### src/sdram_params.svh
`ifndef SDRAM_PARAMS_SVH
`define SDRAM_PARAMS_SVH

// system clock
`define SDRAM_CLK_HZ      100_000_000

// device timing in ns
`define SDRAM_TRCD_NS     20   // active to read/write
`define SDRAM_TRP_NS      20   // precharge period
`define SDRAM_TRFC_NS     70   // auto refresh period

// mode register, 2 or 3
`define SDRAM_CAS_LATENCY 2

// power-up wait in cycles, short for simulation
`define SDRAM_INIT_WAIT   20

// clock period in ns
`define SDRAM_CLK_NS      (1_000_000_000 / `SDRAM_CLK_HZ)

// waits rounded up to whole cycles
`define SDRAM_TRCD_CLK    ((`SDRAM_TRCD_NS + `SDRAM_CLK_NS - 1) / `SDRAM_CLK_NS)
`define SDRAM_TRP_CLK     ((`SDRAM_TRP_NS + `SDRAM_CLK_NS - 1) / `SDRAM_CLK_NS)
`define SDRAM_TRFC_CLK    ((`SDRAM_TRFC_NS + `SDRAM_CLK_NS - 1) / `SDRAM_CLK_NS)

`endif

### src/sdram_pkg.sv
package sdram_pkg;

   // command pins {cs_n, ras_n, cas_n, we_n}
   typedef enum logic [3:0] {
      LOAD_MODE    = 4'b0000,
      AUTO_REFRESH = 4'b0001,
      PRECHARGE    = 4'b0010,
      ACTIVE       = 4'b0011,
      WRITE        = 4'b0100,
      READ         = 4'b0101,
      BURST_TERM   = 4'b0110,
      NOP          = 4'b0111
   } sdram_op_t;

   // everything the device sees on one command cycle
   typedef struct packed {
      sdram_op_t   op;
      logic [1:0]  ba;     // bank select
      logic [12:0] addr;   // row, column or mode word
   } sdram_bus_t;

   // one access request from the user side
   typedef struct packed {
      logic [23:0] addr;   // bank [23:22], row [21:9], column [8:0]
      logic [3:0]  len;    // 1 to 8 bytes
   } mem_req_t;

   // bus value between commands
   localparam sdram_bus_t BUS_IDLE = '{
      op:   NOP,
      ba:   2'b11,
      addr: 13'h1fff
   };

endpackage

### src/sdram_arbiter.sv
module sdram_arbiter (
   input  logic                  clk,
   input  logic                  rst_n,
   input  logic                  init_done,
   input  logic                  wr_req,
   input  logic                  rd_req,
   input  sdram_pkg::sdram_bus_t init_bus,
   input  sdram_pkg::sdram_bus_t wr_bus,
   input  sdram_pkg::sdram_bus_t rd_bus,
   input  logic [7:0]            wr_dq,
   input  logic                  wr_oe,
   input  logic                  wr_done,
   input  logic                  rd_done,
   output logic                  wr_start,
   output logic                  rd_start,
   output sdram_pkg::sdram_bus_t bus,
   output logic [7:0]            dq_out,
   output logic                  dq_oe
);

   localparam logic [1:0]
      OWN_INIT  = 2'd0,
      OWN_IDLE  = 2'd1,
      OWN_WRITE = 2'd2,
      OWN_READ  = 2'd3;

   logic [1:0]            owner;
   sdram_pkg::sdram_bus_t bus_sel;

   always_ff @(posedge clk or negedge rst_n) begin
      if (!rst_n) begin
         owner    <= OWN_INIT;
         wr_start <= 1'b0;
         rd_start <= 1'b0;
      end else begin
         wr_start <= 1'b0;   // strobes last one cycle
         rd_start <= 1'b0;
         case (owner)
            OWN_INIT: if (init_done) owner <= OWN_IDLE;
            OWN_IDLE: begin
               if (rd_req) begin   // read wins a tie
                  owner    <= OWN_READ;
                  rd_start <= 1'b1;
               end else if (wr_req) begin
                  owner    <= OWN_WRITE;
                  wr_start <= 1'b1;
               end
            end
            OWN_WRITE: if (wr_done) owner <= OWN_IDLE;
            default: if (rd_done) owner <= OWN_IDLE;
         endcase
      end
   end

   always_comb begin
      case (owner)
         OWN_INIT:  bus_sel = init_bus;
         OWN_WRITE: bus_sel = wr_bus;
         OWN_READ:  bus_sel = rd_bus;
         default:   bus_sel = sdram_pkg::BUS_IDLE;
      endcase
   end

   // output register toward the pins
   always_ff @(posedge clk or negedge rst_n) begin
      if (!rst_n) begin
         bus    <= sdram_pkg::BUS_IDLE;
         dq_out <= '0;
         dq_oe  <= 1'b0;
      end else begin
         bus    <= bus_sel;
         dq_out <= (owner == OWN_WRITE) ? wr_dq : 8'h00;
         dq_oe  <= (owner == OWN_WRITE) && wr_oe;
      end
   end

endmodule

### src/sdram_ctrl.sv
module sdram_ctrl (
   input  logic                  clk,
   input  logic                  rst_n,
   // write port
   input  logic                  wr_req,
   input  sdram_pkg::mem_req_t   wr_cmd,
   input  logic [63:0]           wr_data,
   output logic                  wr_end,
   // read port
   input  logic                  rd_req,
   input  sdram_pkg::mem_req_t   rd_cmd,
   output logic [63:0]           rd_data,
   output logic                  rd_end,
   output logic                  init_done,
   // device side
   output sdram_pkg::sdram_bus_t bus,
   output logic [7:0]            dq_out,
   output logic                  dq_oe,
   input  logic [7:0]            dq_in
);

   sdram_pkg::sdram_bus_t init_bus;
   sdram_pkg::sdram_bus_t wr_bus;
   sdram_pkg::sdram_bus_t rd_bus;
   logic [7:0]            wr_dq;
   logic                  wr_oe;
   logic                  wr_start;
   logic                  rd_start;

   sdram_init u_init (
      .clk  (clk),
      .rst_n(rst_n),
      .bus  (init_bus),
      .done (init_done)
   );

   sdram_arbiter u_arbiter (
      .clk      (clk),
      .rst_n    (rst_n),
      .init_done(init_done),
      .wr_req   (wr_req),
      .rd_req   (rd_req),
      .init_bus (init_bus),
      .wr_bus   (wr_bus),
      .rd_bus   (rd_bus),
      .wr_dq    (wr_dq),
      .wr_oe    (wr_oe),
      .wr_done  (wr_end),
      .rd_done  (rd_end),
      .wr_start (wr_start),
      .rd_start (rd_start),
      .bus      (bus),
      .dq_out   (dq_out),
      .dq_oe    (dq_oe)
   );

   sdram_write u_write (
      .clk   (clk),
      .rst_n (rst_n),
      .start (wr_start),
      .req   (wr_cmd),
      .wdata (wr_data),
      .bus   (wr_bus),
      .dq_out(wr_dq),
      .dq_oe (wr_oe),
      .done  (wr_end)
   );

   sdram_read u_read (
      .clk  (clk),
      .rst_n(rst_n),
      .start(rd_start),
      .req  (rd_cmd),
      .dq_in(dq_in),
      .bus  (rd_bus),
      .rdata(rd_data),
      .done (rd_end)
   );

endmodule

### src/sdram_init.sv
`include "sdram_params.svh"

module sdram_init (
   input  logic                  clk,
   input  logic                  rst_n,
   output sdram_pkg::sdram_bus_t bus,
   output logic                  done
);

   localparam logic [15:0] WAIT_LAST = 16'(`SDRAM_INIT_WAIT - 1);
   localparam logic [15:0] TRP_LAST  = 16'(`SDRAM_TRP_CLK - 1);
   localparam logic [15:0] TRFC_LAST = 16'(`SDRAM_TRFC_CLK - 1);
   localparam logic [2:0]  MR_CL     = 3'(`SDRAM_CAS_LATENCY);

   localparam logic [2:0]
      ST_POWER_WAIT = 3'd0,
      ST_PRECHARGE  = 3'd1,
      ST_TRP_WAIT   = 3'd2,
      ST_REFRESH    = 3'd3,
      ST_TRFC_WAIT  = 3'd4,
      ST_MODE       = 3'd5,
      ST_MODE_WAIT  = 3'd6,
      ST_DONE       = 3'd7;

   logic [2:0]  state;
   logic [15:0] cnt;
   logic        second_ref;   // second refresh already issued

   always_ff @(posedge clk or negedge rst_n) begin
      if (!rst_n) begin
         state      <= ST_POWER_WAIT;
         cnt        <= '0;
         second_ref <= 1'b0;
      end else begin
         case (state)
            ST_POWER_WAIT: begin
               if (cnt == WAIT_LAST) begin
                  state <= ST_PRECHARGE;
                  cnt   <= '0;
               end else begin
                  cnt <= cnt + 16'd1;
               end
            end
            ST_PRECHARGE: state <= ST_TRP_WAIT;
            ST_TRP_WAIT: begin
               if (cnt == TRP_LAST) begin
                  state <= ST_REFRESH;
                  cnt   <= '0;
               end else begin
                  cnt <= cnt + 16'd1;
               end
            end
            ST_REFRESH: state <= ST_TRFC_WAIT;
            ST_TRFC_WAIT: begin
               if (cnt == TRFC_LAST) begin
                  cnt        <= '0;
                  second_ref <= 1'b1;
                  state      <= second_ref ? ST_MODE : ST_REFRESH;
               end else begin
                  cnt <= cnt + 16'd1;
               end
            end
            ST_MODE: state <= ST_MODE_WAIT;
            ST_MODE_WAIT: begin
               // tMRD of two cycles
               if (cnt == 16'd1) begin
                  state <= ST_DONE;
               end else begin
                  cnt <= cnt + 16'd1;
               end
            end
            default: state <= ST_DONE;   // stays here until reset
         endcase
      end
   end

   always_ff @(posedge clk or negedge rst_n) begin
      if (!rst_n) begin
         bus  <= sdram_pkg::BUS_IDLE;
         done <= 1'b0;
      end else begin
         done <= (state == ST_DONE);
         case (state)
            ST_PRECHARGE: begin
               bus <= '{op: sdram_pkg::PRECHARGE, ba: 2'b11, addr: 13'h0400};   // A10 all banks
            end
            ST_REFRESH: begin
               bus <= '{op: sdram_pkg::AUTO_REFRESH, ba: 2'b11, addr: 13'h1fff};
            end
            ST_MODE: begin
               // CL in [6:4], sequential, full page in [2:0]
               bus <= '{op: sdram_pkg::LOAD_MODE, ba: 2'b00,
                        addr: {6'b000000, MR_CL, 1'b0, 3'b111}};
            end
            default: bus <= sdram_pkg::BUS_IDLE;
         endcase
      end
   end

endmodule

### src/sdram_read.sv
`include "sdram_params.svh"

module sdram_read (
   input  logic                  clk,
   input  logic                  rst_n,
   input  logic                  start,   // one-cycle grant
   input  sdram_pkg::mem_req_t   req,
   input  logic [7:0]            dq_in,
   output sdram_pkg::sdram_bus_t bus,
   output logic [63:0]           rdata,
   output logic                  done
);

   localparam logic [3:0] TRCD_LAST = 4'(`SDRAM_TRCD_CLK - 1);
   localparam logic [3:0] TRP_LAST  = 4'(`SDRAM_TRP_CLK - 1);
   // engine register, arbiter register, then CAS latency
   localparam int CAP_DEPTH = `SDRAM_CAS_LATENCY + 2;

   localparam logic [2:0]
      ST_IDLE           = 3'b000,
      ST_ACTIVE         = 3'b001,
      ST_ACTIVE_WAIT    = 3'b011,
      ST_READ           = 3'b010,
      ST_BURST_TERM     = 3'b110,
      ST_PRECHARGE      = 3'b111,
      ST_PRECHARGE_WAIT = 3'b101,
      ST_DONE           = 3'b100;

   logic [2:0]           state;
   logic [3:0]           cnt;
   logic [CAP_DEPTH-1:0] rd_pipe;   // READ issue walking toward byte 0
   logic                 cap_on;    // bytes 1 and up still due
   logic [3:0]           cap_cnt;
   logic                 cap_en;
   logic [1:0]           bank;
   logic [12:0]          row;
   logic [12:0]          col;

   assign bank   = req.addr[23:22];
   assign row    = req.addr[21:9];
   assign col    = {4'b0000, req.addr[8:0]};
   assign cap_en = rd_pipe[CAP_DEPTH-1] | cap_on;

   always_ff @(posedge clk or negedge rst_n) begin
      if (!rst_n) begin
         state <= ST_IDLE;
         cnt   <= '0;
      end else begin
         case (state)
            ST_IDLE: if (start) state <= ST_ACTIVE;
            ST_ACTIVE: begin
               state <= ST_ACTIVE_WAIT;
               cnt   <= '0;
            end
            ST_ACTIVE_WAIT: begin
               if (cnt == TRCD_LAST) begin
                  state <= ST_READ;
                  cnt   <= '0;
               end else begin
                  cnt <= cnt + 4'd1;
               end
            end
            ST_READ: begin
               if (cnt == req.len - 4'd1) state <= ST_BURST_TERM;   // stop after len beats
               else cnt <= cnt + 4'd1;
            end
            ST_BURST_TERM: state <= ST_PRECHARGE;
            ST_PRECHARGE: begin
               state <= ST_PRECHARGE_WAIT;
               cnt   <= '0;
            end
            ST_PRECHARGE_WAIT: begin
               if (cnt == TRP_LAST) state <= ST_DONE;
               else cnt <= cnt + 4'd1;
            end
            default: state <= ST_IDLE;
         endcase
      end
   end

   always_ff @(posedge clk or negedge rst_n) begin
      if (!rst_n) begin
         bus  <= sdram_pkg::BUS_IDLE;
         done <= 1'b0;
      end else begin
         done <= (state == ST_DONE);
         case (state)
            ST_ACTIVE: bus <= '{op: sdram_pkg::ACTIVE, ba: bank, addr: row};
            ST_READ: begin
               if (cnt == 4'd0) bus <= '{op: sdram_pkg::READ, ba: bank, addr: col};
               else bus <= sdram_pkg::BUS_IDLE;
            end
            ST_BURST_TERM: bus <= '{op: sdram_pkg::BURST_TERM, ba: 2'b11, addr: 13'h1fff};
            ST_PRECHARGE: bus <= '{op: sdram_pkg::PRECHARGE, ba: bank, addr: 13'h0000};
            default: bus <= sdram_pkg::BUS_IDLE;
         endcase
      end
   end

   // capture counter, started CAS latency after READ reaches the device
   always_ff @(posedge clk or negedge rst_n) begin
      if (!rst_n) begin
         rd_pipe <= '0;
         cap_on  <= 1'b0;
         cap_cnt <= '0;
      end else begin
         rd_pipe <= {rd_pipe[CAP_DEPTH-2:0], (state == ST_READ) && (cnt == 4'd0)};
         if (start) begin
            cap_on  <= 1'b0;
            cap_cnt <= '0;
         end else if (cap_en) begin
            cap_cnt <= cap_cnt + 4'd1;
            cap_on  <= (cap_cnt + 4'd1) < req.len;
         end
      end
   end

   always_ff @(posedge clk or negedge rst_n) begin
      if (!rst_n) rdata <= '0;
      else if (start) rdata <= '0;   // bytes beyond len stay zero
      else if (cap_en) rdata[cap_cnt[2:0]*8 +: 8] <= dq_in;
   end

endmodule

### src/sdram_write.sv
`include "sdram_params.svh"

module sdram_write (
   input  logic                  clk,
   input  logic                  rst_n,
   input  logic                  start,   // one-cycle grant
   input  sdram_pkg::mem_req_t   req,
   input  logic [63:0]           wdata,
   output sdram_pkg::sdram_bus_t bus,
   output logic [7:0]            dq_out,
   output logic                  dq_oe,
   output logic                  done
);

   localparam logic [3:0] TRCD_LAST = 4'(`SDRAM_TRCD_CLK - 1);
   localparam logic [3:0] TRP_LAST  = 4'(`SDRAM_TRP_CLK - 1);

   localparam logic [2:0]
      ST_IDLE           = 3'b000,
      ST_ACTIVE         = 3'b001,
      ST_ACTIVE_WAIT    = 3'b011,
      ST_WRITE          = 3'b010,
      ST_BURST_TERM     = 3'b110,
      ST_PRECHARGE      = 3'b111,
      ST_PRECHARGE_WAIT = 3'b101,
      ST_DONE           = 3'b100;

   logic [2:0]  state;
   logic [3:0]  cnt;    // wait cycles, then data beat
   logic [1:0]  bank;
   logic [12:0] row;
   logic [12:0] col;

   assign bank = req.addr[23:22];
   assign row  = req.addr[21:9];
   assign col  = {4'b0000, req.addr[8:0]};

   always_ff @(posedge clk or negedge rst_n) begin
      if (!rst_n) begin
         state <= ST_IDLE;
         cnt   <= '0;
      end else begin
         case (state)
            ST_IDLE: if (start) state <= ST_ACTIVE;
            ST_ACTIVE: begin
               state <= ST_ACTIVE_WAIT;
               cnt   <= '0;
            end
            ST_ACTIVE_WAIT: begin
               if (cnt == TRCD_LAST) begin
                  state <= ST_WRITE;
                  cnt   <= '0;
               end else begin
                  cnt <= cnt + 4'd1;
               end
            end
            ST_WRITE: begin
               if (cnt == req.len - 4'd1) begin
                  state <= ST_BURST_TERM;
               end else begin
                  cnt <= cnt + 4'd1;
               end
            end
            ST_BURST_TERM: state <= ST_PRECHARGE;
            ST_PRECHARGE: begin
               state <= ST_PRECHARGE_WAIT;
               cnt   <= '0;
            end
            ST_PRECHARGE_WAIT: begin
               if (cnt == TRP_LAST) state <= ST_DONE;
               else cnt <= cnt + 4'd1;
            end
            default: state <= ST_IDLE;   // done state lasts one cycle
         endcase
      end
   end

   always_ff @(posedge clk or negedge rst_n) begin
      if (!rst_n) begin
         bus    <= sdram_pkg::BUS_IDLE;
         dq_out <= '0;
         dq_oe  <= 1'b0;
         done   <= 1'b0;
      end else begin
         done <= (state == ST_DONE);
         case (state)
            ST_ACTIVE: bus <= '{op: sdram_pkg::ACTIVE, ba: bank, addr: row};
            ST_WRITE: begin
               if (cnt == 4'd0) bus <= '{op: sdram_pkg::WRITE, ba: bank, addr: col};
               else bus <= sdram_pkg::BUS_IDLE;   // burst continues on NOP
            end
            ST_BURST_TERM: bus <= '{op: sdram_pkg::BURST_TERM, ba: 2'b11, addr: 13'h1fff};
            ST_PRECHARGE: bus <= '{op: sdram_pkg::PRECHARGE, ba: bank, addr: 13'h0000};
            default: bus <= sdram_pkg::BUS_IDLE;
         endcase
         // beat k carries byte k, lowest first
         if (state == ST_WRITE) begin
            dq_out <= wdata[cnt[2:0]*8 +: 8];
            dq_oe  <= 1'b1;
         end else begin
            dq_out <= '0;
            dq_oe  <= 1'b0;
         end
      end
   end

endmodule
### config.mk
export PLATFORM = sky130hd
export DESIGN_NAME = sdram_ctrl
export DESIGN_NICKNAME = d
export VERILOG_FILES = /design/src/sdram_pkg.sv /design/src/sdram_arbiter.sv /design/src/sdram_ctrl.sv /design/src/sdram_init.sv /design/src/sdram_read.sv /design/src/sdram_write.sv
export VERILOG_INCLUDE_DIRS = /design/src /design/src/src
export SDC_FILE = /design/constraint.sdc
export NUM_CORES = 1
export LEC_CHECK = 0
export ABC_AREA = 1
export BUFFER_PORTS_ARGS = -buffer_cell sky130_fd_sc_hd__buf_4
export CAP_MARGIN = 30
export CORE_ASPECT_RATIO = 1.25
export CORE_MARGIN = 5
export CORE_UTILIZATION = 50
export DETAILED_ROUTE_END_ITERATION = 8
export PLACE_DENSITY = 0.76
export SLEW_MARGIN = 20
export SYNTH_ARGS = -nofsm -noshare
export SYNTH_HDL_FRONTEND = slang
export SYNTH_SLANG_ARGS = --single-unit
export TNS_END_PERCENT = 50
### constraint.sdc
create_clock -name clk -period 6.46 [get_ports clk]
set_clock_uncertainty 0.05 [all_clocks]
set_input_delay 1.938 -clock clk [delete_from_list [all_inputs] [get_ports clk]]
set_output_delay 1.938 -clock clk [all_outputs]
set_load 0.005 [all_outputs]
# After elaboration in Yosys (flattened, before gate mapping)
# Index checks and enable logic that the tools add are counted.
# classes
n_bitwise	1
order_cmp	1
n_shift	3
n_addsub	7
eq_ne	51
reduce_logical	23
muxes	56
# ops
operator	n
$pmux 19 s4	2
$mux 64	2
$bwmux 64	1
$mux 16	4
$pmux 16 s4	1
$shift 8x34->64 const A	1
$shiftx 64x7->8	1
$shiftx 8x34->64	1
$pmux 3 s7	3
$pmux 19 s3	1
$pmux 18 s3	1
$mux 3	13
$eq 3x3->1 const B	12
$mux 17	2
$neg 6->34	1
$mux 4	8
$pmux 4 s4	2
$ne 2x1->1 const B	11
$eq 3x2->1 const B	6
$add 16x1->16 const B	1
$eq 16x1->1 const B	1
$eq 16x3->1 const B	1
$eq 16x5->1 const B	1
$mux 8	2
24 further kinds	63
# word_totals
word_cells	175
regBits	207
out_inout_bits	95

# Depth between registers and ports, before layout
# Gate-level depths: netlist of run 1.
# logic_depth
word_depth	5
mapped_depth	13

# By module
# A second synthesis of run 1 with hierarchy kept.
# hier_totals
hier_cells	1229
hier_area_um2	9825.7
# modules_own_cells
module	n_inst	cells_per_inst	area_each_um2
sdram_read	1	534	4509.3
sdram_write	1	299	2172.1
sdram_init	1	235	1761.7
sdram_arbiter	1	161	1382.6

# Least setup slack after synthesis of run 1
# No wires, ideal clock.
# synth_path
path_type	input port to flip-flop
startpoint	input port rd_cmd[1] (netlist name)
endpoint	register u_read.state[0]
slack_ps	3253
arrival_ps	3039
setup_time_ps	117
cell_stages	11
cell_sequence	inv_1 > ha_1 > inv_1 > nand2_1 > nand2_1 > nor2_1 > nand3_1 > a21oi_1 > nand2_1 > nand2_1 > nand2_1
# synth_between
elab_chain_cells	4
# synth_rtl
item	line	text
start: declaration	sdram_ctrl.sv:11	input sdram_pkg::mem_req_t rd_cmd,
$sub 4x1->4	sdram_read.sv:64	if (cnt == req.len - 4'd1) state <= ST_BURST_TERM;
$eq 4x4->1	sdram_read.sv:64	
$ne 2x1->1 (no line)	--	
$reduce_and 4->1 (no line)	--	
end signal: assignment	sdram_read.sv:64	
end signal: assignment	sdram_read.sv:67	ST_BURST_TERM: state <= ST_PRECHARGE;
end signal: assignment	sdram_read.sv:69	state <= ST_PRECHARGE_WAIT;
end: declaration	sdram_read.sv:29	logic [2:0] state;
# No other way between the ends.
# A chain may end at the register's enable or synchronous reset.

# Worst setup path in the final report of run 1
# layout_path
startpoint	register, netlist name u_arbiter.bus[6]
endpoint	output port bus[6] (netlist name)
# layout_rtl
item	line	text
end: declaration	sdram_ctrl.sv:16	output sdram_pkg::sdram_bus_t bus,
# No word-level cell between the ends.

==> impl_results.md, run 1 <==
* Instance count on the critical path at 1
* Crit Path Max Fanout at 1
* WHS at 0.299 ns
* DR pass1 iterations at 6
* Status: completed
* Vias per inst at between 5 and 6
* Die area at 21300 um^2
* Slowest stage cell, crit path: dfstp_2
* Final wirelength at 24.5 mm
* Clock Pin Slew Worst Setup and Hold Paths at 0.07 ns
* Post-synthesis sequential area ratio at 52.5%
* H-tree Lvls at 4
* Delay-heaviest family, CP: flip-flops
* Vias in the first global route at 8206
* Clk buf depth at 2
* Clock root cell: clkbuf_16
* CP Buf/Inv Count at 1
* Die Y at 162 um
* RSZ-0062 raised after global routing: no
* R2R Path Start: u_read.cap_cnt[0]
* Setup Buffers After CTS at 0
* Layout Nets at 1470
* Period utilization at 47.7%
* Fillers at 1593
* Floorplan row count at 55
* Synth area leaders: dfrtp_1 36%, dfstp_2 17%, nand2_1 9.3%
* HP Class: register to register
* Final hold violations at 0
* Critical path, cell by cell: buf_4
* Most numerous cell in the Yosys netlist: nand2_1
* Post-DP HPWL at 19.0 mm
* First-pass GRT wire length at 40.3 mm
* EDFF count, synth at 0
* Sink Count at approximately 190
* Net count after synthesis at 1258
* Crit start category: register
* Clock Latency Late Sink at 0.43 ns
* Initial core utilization at about 50%
* Hold buffer count at CTS at 0
* CTS resizes at 0
* Reg2reg path depth at 9
* Post-Syn Area at 9250 um^2
* Vias at about 8300
* Avg Inst Size Synth at 8.37 um^2
* Yosys warns at 0
* Core area at 18200 um^2
* Lkg Pwr at 0.00572 uW
* Max-slew headroom at 44.3%
* VDD IR-drop max at 0.256 mV
* Pwr Density at 453 nW/um^2
* Post-Synthesis Cells at 1105
* Top cells by instance count after synthesis: 228 x nand2_1, 151 x inv_1, 132 x dfrtp_1, 122 x nor2_1, 91 x o21ai_0
* ANT nets after route at 0
* Port buffer count at between 200 and 250
* Synthesis-stage register bit count at approximately 190
* Grt total ovfl at 0
* Worst setup path start: u_arbiter.bus[6]
* Achievable Freq at between 0.3 and 0.4 GHz
* Die width at about 130 um
* Wire length per cell at 15.7 um
* Slew Viols, Final at 0
* Fraction of registers with async set/reset at 100%
* Post-synthesis cell type count at 41
* Post-layout total power at between 5000 and 6000 uW
* CTS Buf Count at 17
* Crit end category: output port
* Gr usage total at 23.1%
* Final Critical Period at 3.08 ns
* Final setup viols at 0
* Area growth, synth to finish at 26.2%
* WP data arrival at roughly 1.1 ns
* Largest net degree at the start of global routing at 119
* Crit-path max cell delay at 0.55 ns
* Detailed Route Iter0 Violations at 453
* WS Path Type: register to output port
* Final routed DRC violation total at 0
* CTS tree: built
* Placer congestion estimate at 0.865
* Worst EP required at 4.47 ns
* ANT cells at 0
* Max Cap Viol at 0
* Worst R2R Setup Slack at 3.62 ns
* Top FF cell, synth: dfrtp_1
* Crit path capture: bus[6]
* Actual slew at the worst max-slew pin at 0.833 ns
* Layout cells sized above 1 at 25.4%
* Reg-to-Reg End: u_read.rdata[50]
* Initial antenna violation count at 0
* Setup TNS at 0 ns
* Num ports at 227
* Share of the synthesized area in the top cell type at 35.7%
* Area leader, netlist: dfrtp_1
[metrics by stage]
stage               cell area, um^2  util [%]  setup WS, ns  cells
floorplan                      9250         -          3.25   1105
global placement              11100      61.1          3.04   1524
detailed placement            11100      61.1          3.00   1525
CTS                           11700      64.2          3.37   1557
global route                  11700      64.3          3.34   1558
finish                        11700      64.3          3.38   1558
[per-layer routing]
layer / wire [um] / global-route usage (%) / vias up / share of wire [%]
met5: 0 / 0 / - / 0
met4: 816 / 8.89 / 0 / 3.3
met3: 2120 / 7.74 / 57 / 8.6
met2: 12200 / 39.6 / 304 / 50
met1: 9390 / 26.8 / 3857 / 38
li1: - / - / 4046 / -
[placed cells by master (no fill, tap or decap), types with 4 or more instances in the layout]
cell / instances
a21oi_1: 15
dfstp_2: 59
o21ai_0: 91
nor2_1: 122
buf_4: 226
xnor2_1: 7
nor3_1: 9
xor2_1: 15
nand4_1: 31
nand2_2: 4
ha_1: 21
nand3_1: 79
clkbuf_16: 17
inv_6: 6
dfrtp_1: 132
o22ai_1: 72
nand2_1: 228
inv_1: 151
[logic make-up (layout without fill, tap and decap cells)]
| family | Yosys count | after routing | synth area share (%) |
|---|---|---|---|
| and+or+nand+nor | 483 | 483 | 22.2 |
| muxes | 1 | 1 | 0.108 |
| DFF | 191 | 191 | 52.5 |
| AOI/OAI and AO/OA | 195 | 195 | 12.3 |
| buffers and inverters | 191 | 416 | 7.97 |
| xor gates and xnor gates | 22 | 22 | 2.08 |
| adders and majority gates | 21 | 21 | 2.84 |
| other | 1 | 1 | 0.0405 |
[cell type report]
class                      instances  area, um^2  area share [%]
clock buffer                      17         425            3.64
clock inverter                    15         125            1.07
inverter                         155         582            4.98
multi-input combinational        723        3660            31.4
sequential                       191        4850            41.6
tap                              228         285            2.44
timing repair buffer             229        1740            14.9
[worst min-delay path by stage]
stage	slack (ns)	endpoint	start	depth (start not counted)
after floorplan	0.28	u_read.rd_pipe[1]	u_read.rd_pipe[0]	0
after global placement	0.28	u_read.rd_pipe[1]	u_read.rd_pipe[0]	0
after detailed placement	0.28	u_read.rd_pipe[1]	u_read.rd_pipe[0]	0
after CTS	0.30	u_read.rd_pipe[1]	u_read.rd_pipe[0]	0
after global routing	0.30	u_read.rd_pipe[1]	u_read.rd_pipe[0]	0
final	0.30	u_read.rd_pipe[2]	u_read.rd_pipe[1]	0
[flip-flops by register name, summed over array words and instances (netlist names), 4 cells and up, named ones only]
| signal | cells |
|---|---|
| u_arbiter.bus | 18 |
| u_arbiter.dq_out | 8 |
| u_init.bus | 5 |
| u_init.cnt | 16 |
| u_read.bus | 18 |
| u_read.cap_cnt | 4 |
| u_read.cnt | 4 |
| u_read.rd_pipe | 4 |
| u_read.rdata | 64 |
| u_write.bus | 18 |
| u_write.cnt | 4 |
| u_write.dq_out | 8 |
[power breakdown]
part           leakage, uW  switching (uW)  internal, uW
logic              0.00308            1380           893
registers          0.00237             298          1740
clock network     0.000267             477           504
No activity file was read; power rests on OpenSTA's default activity.
==> run 2, diff against run 1 <==
Clock period 6.46 ns to 2.9 ns, I/O delays scaled along.
==> run 2 against run 1 <==
  * Via count up 1.1%
  * Clock-buffer cell count did not move
  * Worst hold slack lost 0.073 ns
  * Wire length increased by 2.6%
  * Power up 130%
  * Sequential power grew 120%
  * First-iteration DRC count increased by 9.7%
  * Non-clock buffer count grew 9
  * Final cell count rose by 0.58%
  * Register-to-register slack got worse by 3.4 ns
==> impl_results.md, run 2 (synthesized netlist as in run 1, its figures left out) <==
* Pwr Density at 1030 nW/um^2 (+130%)
* Busiest grt layer: met2
* Gr usage total at 23.6% (+0.48 points)
* Commonest non-fill, non-tap cell in the layout: buf_4
* Most flop-heavy register: u_read.rdata
* Final routed DRC violation total at 0 (unchanged)
* HP Class: input pin to async pin
* Setup TNS at 0 ns (unchanged)
* Clk buf depth at 2 (unchanged)
* GRT met1 Usage at 27.3% (+0.52 points)
* Final setup viols at 0 (unchanged)
* Final Critical Period at roughly 2.7 ns
* Port buffer count at 225 (unchanged)
* ANT nets after route at 0 (unchanged)
* VDD IR-drop max at 0.638 mV (+150%)
* Crit path top cell by count: ha_1
* Slowest stage cell, crit path: a21oi_1
* Area growth, synth to finish at 27.8%
* Clock root cell: clkbuf_16
* Initial core utilization at 50.9% (unchanged)
* Final wirelength at 25.2 mm (+2.6%)
* Crit Path Max Fanout at 10 (+9)
* Vias in the first global route at 8410 (+2.5%)
* Max reg flops at 64 (unchanged)
* Clock Pin Slew Worst Setup and Hold Paths at 0.07 ns (about the same)
* Vias at 8354 (+1.1%)
* Util after Layout at 65.0% (+0.79 points)
* Die area at 21300 um^2 (unchanged)
* Fillers at 1545 (-3.0%)
* Crit start category: register
* Achievable Freq at ~0.37 GHz
* Met3 Resource Use GR at 6.82% (-0.93 points)
* CTS Buf Count at 17 (unchanged)
* Cell area after layout at 11800 um^2 (+1.2%)
* Reg2reg path depth at 9 (unchanged)
* First-pass GRT wire length at 40.8 mm (+1.3%)
* Wire length per cell at 16.1 um (+2.0%)
* CTS tree: built
* Floorplan row count at 55 (unchanged)
* Actual slew at the worst max-slew pin at 0.821 ns (-0.0114 ns)
* Slew Viols, Final at 0 (unchanged)
* Worst EP required at 3.14 ns (-1.33 ns)
* Final hold violations at 0 (unchanged)
* WS Path Type: register to register
* Die width at 132 um (unchanged)
* Grt total ovfl at 0 (unchanged)
* Max-slew headroom at 44.9% (+0.60 points)
* RSZ-0062 raised after global routing: no
* Hold buffer count at CTS at 0 (unchanged)
* Largest net degree at the start of global routing at 78 (-34%)
* Initial antenna violation count at 0 (unchanged)
* Status: completed
* Sink Count at 191 (unchanged)
* Crit end category: register
* Die Y at 162 um (unchanged)
* Period utilization at 93.5%
* Layout cells sized above 1 at 26.0% (+0.58 points)
* Post-DP HPWL at 19.3 mm (+1.7%)
* WP data arrival at 2.95 ns (+1.86 ns)
* Most frequent cells in the layout: 235 x buf_4, 228 x nand2_1, 151 x inv_1, 132 x dfrtp_1, 122 x nor2_1
* Vias per inst at 5.33 (+0.51%)
* Critical path, cell by cell: inv_2, ha_1, ha_1, inv_1, nand2_2, a21oi_2, nand3_1, a21oi_1, o22ai_1
* Layout Nets at 1479 (+0.61%)
* DR pass1 iterations at 5 (-1)
* Setup Buffers After CTS at 0 (unchanged)
* Max Cap Viol at 0 (unchanged)
* Num ports at 227 (unchanged)
* ANT cells at 0 (unchanged)
* H-tree Lvls at 4 (unchanged)
* Area after DPL at 11200 um^2 (+0.79%)
* Detailed Route Iter0 Violations at 497 (+9.7%)
* CTS resizes at 0 (unchanged)
* Placer congestion estimate at 0.902 (+4.3%)
* GR Util met2 at 41.2% (+1.5 points)
* Clock Latency Late Sink at 0.44 ns (about the same)
* Crit-path max cell delay at 0.56 ns (about the same)
* Core area at 18200 um^2 (unchanged)
* Lkg Pwr at 0.00580 uW (+1.4%)
run 2: routing by layer:
metal / up-vias / part of all wire (%)
met3: 50 / 7.4
met2: 307 / 50
met4: 0 / 3.4
met1: 3953 / 39
met5: - / 0
li1: 4044 / -
run 2: where the power goes:
part	switching (uW)	internal, uW	total [uW]
registers	604	3880	4480
clock network	1070	1390	2460
logic	3150	2030	5180
total	4830	7300	12100
run 2: critical path, delay by kind of cell (launching register included):
kind                       cells  cell delay (ns)
DFF                            1             0.51
buffers and inverters          2             0.33
adders and majority gates      2             0.45
AOI/OAI and AO/OA              3             0.84
and+or+nand+nor                2             0.39
run 2: final cells by class:
cell class | count | area, um^2 | area share, %
clock inverter | 15 | 196 | 1.66
multi-input combinational | 723 | 3660 | 31.0
inverter | 155 | 582 | 4.92
clock buffer | 17 | 425 | 3.60
timing repair buffer | 238 | 1820 | 15.4
sequential | 191 | 4850 | 41.1
tap | 228 | 285 | 2.41
run 2: per-stage QoR:
step	hold WS, ns	instances	setup WS, ns	power, uW
2_1_floorplan	0.281	1105	0.685	7530
3_3_place_gp	0.283	1535	0.406	9570
3_5_place_dp	0.285	1535	0.277	9710
4_1_cts	0.225	1567	0.265	12200
5_1_grt	0.223	1567	0.0125	13100
6_report	0.226	1567	0.187	12100
run 2: worst paths after layout:
kind,endpoint,slack [ns],from
min in group clk,u_read.rd_pipe[3],0.30,u_read.rd_pipe[2]
min reg2reg,u_read.rd_pipe[3],0.30,u_read.rd_pipe[2]
max in group asynchronous,u_read.bus[2],1.86,rst_n
min,u_arbiter.dq_out[6],0.23,rst_n
max reg2reg,u_read.rdata[52],0.19,u_read.cap_cnt[0]
max,u_read.rdata[52],0.19,u_read.cap_cnt[0]
==> run 3, diff against run 2 <==
Settings changed: CORE_ASPECT_RATIO 1.25 to 1.4, CORE_UTILIZATION 50 to 30, PLACE_DENSITY 0.76 to default.
==> run 3 against run 2 <==
  * Flip-flop and latch count stayed put
  * Wire length is 5.6% higher
  * Die area is 62% higher
  * Register-to-register slack better by 0.06 ns
  * Via count is 0.75% lower
  * Critical path type unchanged
  * Critical endpoint is now u_read.rdata[18]
==> impl_results.md, run 3 (synthesized netlist as in run 1, its figures left out) <==
* Initial antenna violation count at 0 (unchanged)
* Setup Buffers After CTS at 0 (unchanged)
* Largest net degree at the start of global routing at 70 (-10%)
* Reg2reg path depth at 11 (+2)
* Setup TNS at 0 ns (unchanged)
* Crit end category: register
* Max Cap Viol at 0 (unchanged)
* RSZ-0062 raised after global routing: no
* Wire length per cell at 15.3 um (-4.8%)
* ANT nets after route at 0 (unchanged)
* Crit Path Max Fanout at 10 (unchanged)
* First-pass GRT wire length at 42.4 mm (+3.9%)
* CTS Buf Count at 17 (unchanged)
* Die Y at 218 um (+34%)
* Worst EP required at 3.14 ns (about the same)
* Actual slew at the worst max-slew pin at 0.861 ns (+0.0393 ns)
* Die width at 158 um (+20%)
* DR pass1 iterations at 5 (unchanged)
* WS Path Type: register to register
* Vias at 8291 (-0.75%)
* Hold buffer count at CTS at 0 (unchanged)
* Final WS setup at 0.245 ns (+0.0579 ns)
* Floorplan row count at 76 (+38%)
* Period utilization at 91.5% (-2.0 points)
* Max-slew headroom at 42.2% (-2.6 points)
* Max reg flops at 64 (unchanged)
* Detailed Route Iter0 Violations at 422 (-15%)
* Most frequent cells in the layout: 243 x buf_4, 228 x nand2_1, 151 x inv_1, 132 x dfrtp_1, 122 x nor2_1
* Slew Viols, Final at 0 (unchanged)
* CTS tree: built
* Final routed DRC violation total at 0 (unchanged)
* Final hold violations at 0 (unchanged)
* Commonest non-fill, non-tap cell in the layout: buf_4
* Most flop-heavy register: u_read.rdata
* Vias in the first global route at 8560 (+1.8%)
* Vias per inst at 4.77 (-11%)
* Final wirelength at 26.6 mm (+5.6%)
* Achievable Freq at 0.377 GHz (+2.2%)
* Clock root cell: clkbuf_16
* Fin cells at 1738 (+11%)
* VDD IR-drop max at 0.362 mV (-43%)
* HP Class: register to register
* Final setup viols at 0 (unchanged)
* ANT cells at 0 (unchanged)
* Sink Count at 191 (unchanged)
* Pwr Density at 1000 nW/um^2 (-2.3%)
* Clock Pin Slew Worst Setup and Hold Paths at 0.07 ns (about the same)
* Die area at 34500 um^2 (+62%)
* Initial core utilization at 30.2% (-21 points)
* Placer congestion estimate at 0.852 (-5.5%)
* Placed Instances at 1705 (+11%)
* Fillers at 3147 (+100%)
* WP data arrival at 2.90 ns (-0.05 ns)
* Area growth, synth to finish at 30.4%
* Post-DP HPWL at 20.6 mm (+7.0%)
* Clock Latency Late Sink at 0.43 ns (about the same)
* Hold Crit Depth at 0
* Clk buf depth at 2 (unchanged)
* Port buffer count at 225 (unchanged)
* Layout Nets at 1488 (+0.61%)
* H-tree Lvls at 4 (unchanged)
* CTS resizes at 0 (unchanged)
* Util after Layout at 39.4% (-26 points)
* Layout cells sized above 1 at 26.4% (+0.42 points)
* Core area at 30600 um^2 (+69%)
* Final Critical Period at 2.65 ns (-0.0579 ns)
* Gr usage total at 15.4% (-8.1 points)
* Grt total ovfl at 0 (unchanged)
* Lkg Pwr at 0.00583 uW (+0.51%)
* Setup slack after placement at 0.308 ns (+0.0313 ns)
* Num ports at 227 (unchanged)
* Status: completed
* Crit start category: register
## run 3: cell types whose count changed in the layout (fill, tap and decap cells not counted)
cell | previous run | this run
clkinvlp_4 | 2 | 3
clkbuf_8 | 0 | 1
clkinv_1 | 1 | 2
clkinv_4 | 2 | 1
buf_6 | 1 | 0
bufinv_16 | 3 | 2
buf_4 | 235 | 243
buf_12 | 2 | 3
clkinv_2 | 1 | 3
inv_8 | 3 | 2
inv_6 | 4 | 3
## run 3: metal layers
metal  vias to the layer above  track usage [%]  wire [um]
met3                        51             4.11       1730
met5                         -                0          0
li1                       4073                -          -
met4                         0             6.57        863
met2                       257             27.3      13700
met1                      3910             17.3      10200
## run 3: cell type report
| type | instances | area, um^2 | area share [%] |
|---|---|---|---|
| clock buffer | 17 | 425 | 3.53 |
| inverter | 155 | 582 | 4.82 |
| tap | 390 | 488 | 4.04 |
| multi-input combinational | 723 | 3660 | 30.3 |
| clock inverter | 15 | 159 | 1.32 |
| sequential | 191 | 4850 | 40.2 |
| timing repair buffer | 247 | 1900 | 15.7 |
## run 3: worst max-delay path, stage by stage (launching register included)
cell     delay [ns]
dfrtp_1        0.50
inv_2          0.16
ha_1           0.26
ha_1           0.20
inv_1          0.16
nand2_2        0.12
a21oi_2        0.13
nand2_1        0.15
inv_1          0.12
nand2_1        0.15
a21oi_2        0.39
o22ai_1        0.14
## run 3: metrics by stage
step           area (um^2)  hold WS, ns  total power (uW)
3_5_place_dp         11500        0.285              9810
6_report             12100        0.301             12100
4_1_cts              12100        0.301             12200
2_1_floorplan         9250        0.281              7530
5_1_grt              12100        0.320             13100
3_3_place_gp         11500        0.286              9720
## run 3: path summary, 6_finish.rpt
check / slack, ns / end / start
worst max-delay path: 0.25 / u_read.rdata[18] / u_read.cap_cnt[0]
worst min-delay path: 0.30 / u_read.rd_pipe[3] / u_read.rd_pipe[2]
worst max register to register: 0.25 / u_read.rdata[18] / u_read.cap_cnt[0]
worst min register to register: 0.30 / u_read.rd_pipe[3] / u_read.rd_pipe[2]
max in group asynchronous: 1.69 / u_write.bus[14] / rst_n
min in group asynchronous: 0.37 / u_read.cnt[0] / rst_n
## run 3: power by group
group | internal [uW] | leakage, uW | total [uW] | switching, uW
sequential | 3880 | 0.00237 | 4490 | 612
clock | 1280 | 0.000281 | 2370 | 1080
combinational | 2090 | 0.00318 | 5240 | 3150
total | 7260 | 0.00583 | 12100 | 4840
